$ cat src/verilog/fast_rd_mem_pkg.sv
// Storage array geometry, chip read word and row address helpers for fast readout
`default_nettype none

package fast_rd_mem_pkg;

    // Array geometry
    localparam int NUM_CHIPS  = 96;
    localparam int HALF_CHIPS = 48;
    localparam int CHIP_DW    = 9;

    typedef logic [CHIP_DW-1:0] chip_word_t;

    // Chip 0 sits in the lowest word
    typedef chip_word_t [NUM_CHIPS-1:0] row_data_t;

    // Chip enable pattern for one read, whole array or one half
    function automatic logic [NUM_CHIPS-1:0] chip_en_mask(input logic full,
                                                          input logic upper);
        logic [NUM_CHIPS-1:0] mask;
        mask = '0;
        if (full) begin
            mask = '1;
        end else if (upper) begin
            mask[NUM_CHIPS-1:HALF_CHIPS] = '1;
        end else begin
            mask[HALF_CHIPS-1:0] = '1;
        end
        return mask;
    endfunction

    // Row address of a read, both halves of a pair share one row
    function automatic logic [5:0] read_row(input logic [5:0] rd_idx, input logic half_mode);
        return half_mode ? {1'b0, rd_idx[5:1]} : rd_idx;
    endfunction

endpackage

`default_nettype wire

$ cat src/verilog/fast_rd_pkt_pkg.sv
// Packet format for fast readout: length and gap codes, beat types and chip pairs
`default_nettype none

package fast_rd_pkt_pkg;

    localparam int BEAT_W = 2 * fast_rd_mem_pkg::CHIP_DW;

    // Packet length, 216 bytes doubling up to 1728
    typedef enum logic [1:0] {
        LEN_216B  = 2'd0,
        LEN_432B  = 2'd1,
        LEN_864B  = 2'd2,
        LEN_1728B = 2'd3
    } pkt_len_e;

    // Minimum idle gap between bursts
    typedef enum logic [1:0] {
        GAP_2  = 2'd0,
        GAP_4  = 2'd1,
        GAP_8  = 2'd2,
        GAP_16 = 2'd3
    } idle_len_e;

    typedef logic [5:0] beat_idx_t;

    // One beat, seen raw or as an even/odd chip pair
    typedef union packed {
        logic [BEAT_W-1:0] raw;
        struct packed {
            fast_rd_mem_pkg::chip_word_t hi;
            fast_rd_mem_pkg::chip_word_t lo;
        } pair;
    } chip_pair_u;

    // Reads per packet, twice as many when only half the chips are read
    function automatic logic [5:0] rows_per_pkt(input pkt_len_e len, input logic half_mode);
        logic [5:0] rows;
        rows = 6'd2 << len;
        return half_mode ? (rows << 1) : rows;
    endfunction

    function automatic logic [4:0] gap_cycles(input idle_len_e code);
        return 5'd2 << code;
    endfunction

endpackage

`default_nettype wire

$ cat src/verilog/fast_rd_if.sv
// Row capture and beat slot interfaces between sequencer, pacer and packer
`timescale 1ns/1ps
`default_nettype none


// ------------------------------
// Pacer to packer
// ------------------------------
interface beat_slot_if;
    import fast_rd_pkt_pkg::*;

    logic      row_ready;
    logic      row_last;
    logic      beat_en;
    beat_idx_t beat_idx;
    logic      row_end;

    modport pace (input row_ready, input row_last, output beat_en, output beat_idx, output row_end);
    modport pack (output row_ready, output row_last, input beat_en, input beat_idx, input row_end);
endinterface

`default_nettype wire

$ cat src/verilog/pkt_pacer.sv
// Packet pacer: times beat slots of each row and idle gaps between bursts
`timescale 1ns/1ps
`default_nettype none

module pkt_pacer (
    input  logic                         clk,
    input  logic                         rstn,
    input  logic                         rf_96path_en,
    input  fast_rd_pkt_pkg::idle_len_e   rf_pkt_idle_length,
    beat_slot_if.pace                    slot
);
    import fast_rd_pkt_pkg::*;

    typedef enum logic [1:0] {
        PKT_IDLE,
        PKT_VALID,
        PKT_GAP
    } pkt_state_e;

    pkt_state_e state;
    pkt_state_e state_nxt;
    beat_idx_t  beat_cnt;
    beat_idx_t  beat_max;
    logic [4:0] gap_cnt;

    // 48 beats per full row, 24 per half
    assign beat_max = rf_96path_en ? beat_idx_t'(47) : beat_idx_t'(23);

    assign slot.beat_en  = (state == PKT_VALID);
    assign slot.beat_idx = beat_cnt;
    assign slot.row_end  = (state == PKT_VALID) && (beat_cnt == beat_max);

    always_comb begin
        state_nxt = state;
        case (state)
            PKT_IDLE: begin
                if (slot.row_ready) begin
                    state_nxt = PKT_VALID;
                end
            end
            PKT_VALID: begin
                if (slot.row_end) begin
                    state_nxt = slot.row_last ? PKT_IDLE : PKT_GAP;
                end
            end
            PKT_GAP: begin
                if (gap_cnt == 5'd0) begin
                    state_nxt = slot.row_ready ? PKT_VALID : PKT_IDLE;
                end
            end
            default: begin
                state_nxt = PKT_IDLE;
            end
        endcase
    end

    always_ff @(posedge clk or negedge rstn) begin
        if (!rstn) begin
            state    <= PKT_IDLE;
            beat_cnt <= '0;
            gap_cnt  <= '0;
        end else begin
            state <= state_nxt;
            if (slot.row_end) begin
                beat_cnt <= '0;
                gap_cnt  <= gap_cycles(rf_pkt_idle_length) - 5'd1;
            end else if (state == PKT_VALID) begin
                beat_cnt <= beat_cnt + beat_idx_t'(1);
            end else if ((state == PKT_GAP) && (gap_cnt != 5'd0)) begin
                gap_cnt <= gap_cnt - 5'd1;
            end
        end
    end

    a_beat_has_row: assert property (@(posedge clk) disable iff (!rstn)
        slot.beat_en |-> slot.row_ready)
        else $error("beat slot issued with no row in the buffer");

endmodule

`default_nettype wire

$ cat src/flat_wrapper.sv
// flat-port wrapper written by rule: the top's interface ports become plain ports
module pkt_pacer_flat import fast_rd_pkt_pkg::*;
  (clk, rstn, rf_96path_en, rf_pkt_idle_length, slot_row_ready, slot_row_last, slot_beat_en, slot_beat_idx, slot_row_end);
  beat_slot_if slot_i ();
  input  logic clk;
  input  logic rstn;
  input  logic rf_96path_en;
  input  fast_rd_pkt_pkg::idle_len_e rf_pkt_idle_length;
  input wire logic [$bits(slot_i.row_ready)-1:0] slot_row_ready;
  input wire logic [$bits(slot_i.row_last)-1:0] slot_row_last;
  output wire logic [$bits(slot_i.beat_en)-1:0] slot_beat_en;
  output wire logic [$bits(slot_i.beat_idx)-1:0] slot_beat_idx;
  output wire logic [$bits(slot_i.row_end)-1:0] slot_row_end;
  assign slot_i.row_ready = slot_row_ready;
  assign slot_i.row_last = slot_row_last;
  assign slot_beat_en = slot_i.beat_en;
  assign slot_beat_idx = slot_i.beat_idx;
  assign slot_row_end = slot_i.row_end;
  pkt_pacer u_core (.clk(clk), .rstn(rstn), .rf_96path_en(rf_96path_en), .rf_pkt_idle_length(rf_pkt_idle_length), .slot(slot_i));
endmodule
$ cat config.mk
export PLATFORM = sky130hd
export DESIGN_NAME = pkt_pacer_flat
export DESIGN_NICKNAME = d
export VERILOG_FILES = /design/src/verilog/fast_rd_mem_pkg.sv /design/src/verilog/fast_rd_pkt_pkg.sv /design/src/verilog/fast_rd_if.sv /design/src/verilog/pkt_pacer.sv /design/src/flat_wrapper.sv
export SDC_FILE = /design/constraint.sdc
export NUM_CORES = 1
export LEC_CHECK = 0
export BUFFER_PORTS_ARGS = -buffer_cell sky130_fd_sc_hd__buf_2
export CAP_MARGIN = 10
export CORE_MARGIN = 8
export CORE_UTILIZATION = 30
export CTS_BUF_LIST = sky130_fd_sc_hd__clkbuf_8
export CTS_CLUSTER_DIAMETER = 100
export DETAILED_ROUTE_END_ITERATION = 16
export HOLD_SLACK_MARGIN = 0.03
export SLEW_MARGIN = 25
export SYNTH_ARGS = -nofsm -noshare
export SYNTH_HDL_FRONTEND = slang
export SYNTH_SLANG_ARGS = --single-unit
$ cat constraint.sdc
create_clock -name clk -period 2.3 [get_ports clk]
set_input_delay 0.23 -clock clk [delete_from_list [all_inputs] [get_ports clk]]
set_output_delay 0.23 -clock clk [all_outputs]
set_load 0.01 [all_outputs]
==> flow_metrics.env <==
export IMPL_ys_seq_area_share_pct=41.53
export IMPL_viasPerCell=5.024
export IMPL_reg2regPathDepth=10
export IMPL_die_h_um=67.10
export IMPL_dp_hpwl_um=1342
export IMPL_synth_area_top_cells="dfrtp_1 (42%), nand2_1 (4.3%), o21ai_0 (3.8%)"
export IMPL_place_ws_ps=31.86
export IMPL_synth_top_family_by_area="simple AND/OR/NAND/NOR gates"
export IMPL_grt_busiest_layer="met2"
export IMPL_yosysTopAreaCell="dfrtp_1"
export IMPL_grt_overflow=0
export IMPL_clock_path_buffers=2
export IMPL_ys_ff_latch=13
export IMPL_finalCriticalPeriod_ps=2155
export IMPL_cts_sinks=13
export IMPL_grt_max_degree=14
export IMPL_wirelength_um=1736
export IMPL_crit_path_end_kind="flip-flop"
export IMPL_timing_final_crit_share_pct=93.70
export IMPL_track_usage_pct=8.402
export IMPL_cp_required_ps=2420
export IMPL_pin_count=15
export IMPL_r2r_start="u_core.slot.beat_idx[0]"
export IMPL_cts_tree="yes"
export IMPL_insertion_delay_ps=240
export IMPL_first_iter_violations=9
export IMPL_ys_warn_count=0
export IMPL_ant_nets=0
export IMPL_cts_made_buffers=3
export IMPL_fmaxAchievable_mhz=464.0
export IMPL_maxSlewHeadroom_pct=68.91
export IMPL_crit_chain="ha_2 > and4b_2 > o21ai_4 > inv_4 > mux2i_1 > ha_2 > nor3b_2 > o311a_1 > xnor2_1 > a21oi_1"
export IMPL_rows=18
export IMPL_skew_ps=1.127
export IMPL_dp_cells=120
export IMPL_routedWlPerCell_um=13.67
export IMPL_hold_class="in -> reg"
export IMPL_synth_edf_count=0
export IMPL_ir_drop_v=0.0005994
export IMPL_area_growth_pct=25.56
export IMPL_grt_pass1_wl_um=2835
export IMPL_first_global_vias=626
export IMPL_crit_type="reg -> reg"
export IMPL_netlist_instances=75
export IMPL_path_common_cell="ha_2"
export IMPL_synth_xor_area_share_pct=5.591
export IMPL_startpoint_type="flip-flop"
export IMPL_diodes=0
export IMPL_crit_path_max_incr_delay_ps=400
export IMPL_r2r_slack_ps=140
export IMPL_status="completed"
export IMPL_syn_area_per_cell_um2=10.44
export IMPL_place_congestion=0.8462
export IMPL_final_layout_size_suffix_gt1_share_pct=35.05
export IMPL_start_util_pct=31.62
export IMPL_worst_pin_slew_ps=465.4
export IMPL_syn_num_nets=84
export IMPL_firstDrtPassIters=4
export IMPL_leakage_uw=0.0004202
export IMPL_die_area_mm2=0.004502
export IMPL_pwr_density_cell_mw_per_mm2=1115
export IMPL_final_setup_tns_ps=0
export IMPL_synthMuxAreaShare_pct=2.556
export IMPL_cts_root_buf="clkbuf_8"
export IMPL_vias=638
export IMPL_use_met3_pct=3.859
export IMPL_layout_setup_ws_ps=144.9
export IMPL_grtUsageMet1_pct=9.012
export IMPL_setup_viol=0
export IMPL_drcViolationCount=0
export IMPL_coreArea_mm2=0.002477
export IMPL_nets=107
export IMPL_yosysMostFrequentCell="dfrtp_1"
export IMPL_synth_cell_area_um2=783.3
export IMPL_antenna_found_initial=0
export IMPL_hold_viol_final=0
export IMPL_drv_slew=0
export IMPL_synth_cell_type_count=35
export IMPL_use_met2_pct=14.10
export IMPL_synth_simple_gate_area_share_pct=22.36
export IMPL_yosysTopAreaCellShare_pct=41.53
export IMPL_cap_violations=0
export IMPL_chipWidth_um=67.10
export IMPL_reg2reg_to="u_core.gap_cnt[4]"
export IMPL_portBuffers=14
export IMPL_yosys_top_cells_count="dfrtp_1 (13), nand2_1 (9), o21ai_0 (6), nor2_1 (5)"
export IMPL_endpoint="u_core.gap_cnt[4]"
export IMPL_synth_compound_area_share_pct=22.04
export IMPL_final_cells=127
export IMPL_synthAdderAreaFrac_pct=3.195
export IMPL_crit_slowest_cell="dfrtp_1"
export IMPL_path_clk_slew_ps=60
export IMPL_cp_max_fo=9
export IMPL_critPathLaunch="u_core.slot.beat_idx[0]"
export IMPL_synth_top_flop_cell="dfrtp_1"
export IMPL_arrival_ps=2270
export IMPL_ys_async_sr_fraction_pct=100.0
export IMPL_h_tree_depth=1
[sequential cells by signal, indices dropped and copies added, names as in the netlist]
signal and count:
u_core.gap_cnt 5, u_core.state 2, u_core.slot.beat_idx 6
[worst min path at each step]
stage,end,slack (ps),depth (start not counted),from
5_1_grt,u_core.state[1],180,2,slot_row_last
2_1_floorplan,u_core.gap_cnt[0],-70,0,rstn
6_report,u_core.state[1],170,2,slot_row_last
3_3_place_gp,u_core.gap_cnt[3],130,1,rstn
3_5_place_dp,u_core.gap_cnt[3],140,1,rstn
4_1_cts,u_core.state[1],170,2,slot_row_last
[placed cells by master, fill, tap and decap left out, types with 2 or more instances in the layout]
master and n:
buf_2 14, dfrtp_1 13, nand2_1 9, o21ai_0 6, nor2_1 5, inv_1 4
buf_4 4, nor2b_1 3, xnor2_1 3, clkbuf_8 3, mux2i_1 2, xor2_1 2
a21oi_1 2, ha_2 2
[routing by layer]
metal | up-vias | wire length [um]
li1 | 318 | -
met1 | 305 | 765
met2 | 13 | 849
met3 | 2 | 110
met4 | 0 | 10
met5 | - | 0
[logic make-up after synthesis]
| group | after synthesis |
|---|---|
| flops | 13 |
| compound gates | 21 |
| mux | 2 |
| xor+xnor | 5 |
| buf+inv | 5 |
| simple gates | 27 |
| fa+ha+maj | 2 |
[power by group]
part / switching [uW] / leakage [uW] / internal, uW
registers: 129 / 0.000156 / 322
clock network: 84.7 / 0.0000269 / 118
logic: 214 / 0.000237 / 228
[worst max-delay path, delay by kind of cell (launching register included)]
kind | cells | cell delay (ps)
buffers and inverters | 1 | 70
XOR/XNOR | 1 | 110
AO/OA/AOI/OAI | 3 | 380
AND/OR/NAND/NOR | 2 | 430
adder cells (fa/ha/maj) | 2 | 420
multiplexers | 1 | 190
flip-flops | 1 | 400
[stage by stage]
stage | total power, uW | hold slack [ps] | utilization [%] | area (um2)
5_1_grt | 1182 | 177.0 | 39.70 | 983.4
3_5_place_dp | 872.5 | 141.6 | 36.41 | 902.1
2_1_floorplan | 722.5 | -65.59 | - | 783.3
6_report | 1096 | 171.1 | 39.70 | 983.4
3_3_place_gp | 852.0 | 129.4 | 36.41 | 902.1
4_1_cts | 1082 | 167.7 | 38.64 | 957.2
[what timing repair did]
item | in CTS | in global routing
hold endpoints to repair | 13 | 0
hold buffers | 1 | 0
gates resized for setup | 0 | 4
setup buffers | 0 | 2
setup endpoints to repair | 0 | 1
[area by class of cell]
class	instances	area [um2]
fill	262	1494
multi-input combinational	57	447.9
sequential	13	325.3
timing repair buffer	19	110.1
clock buffer	3	41.29
tap	30	37.54
inverter	4	17.52
clock inverter	1	3.754
Power figures use the tool's default switching activity.
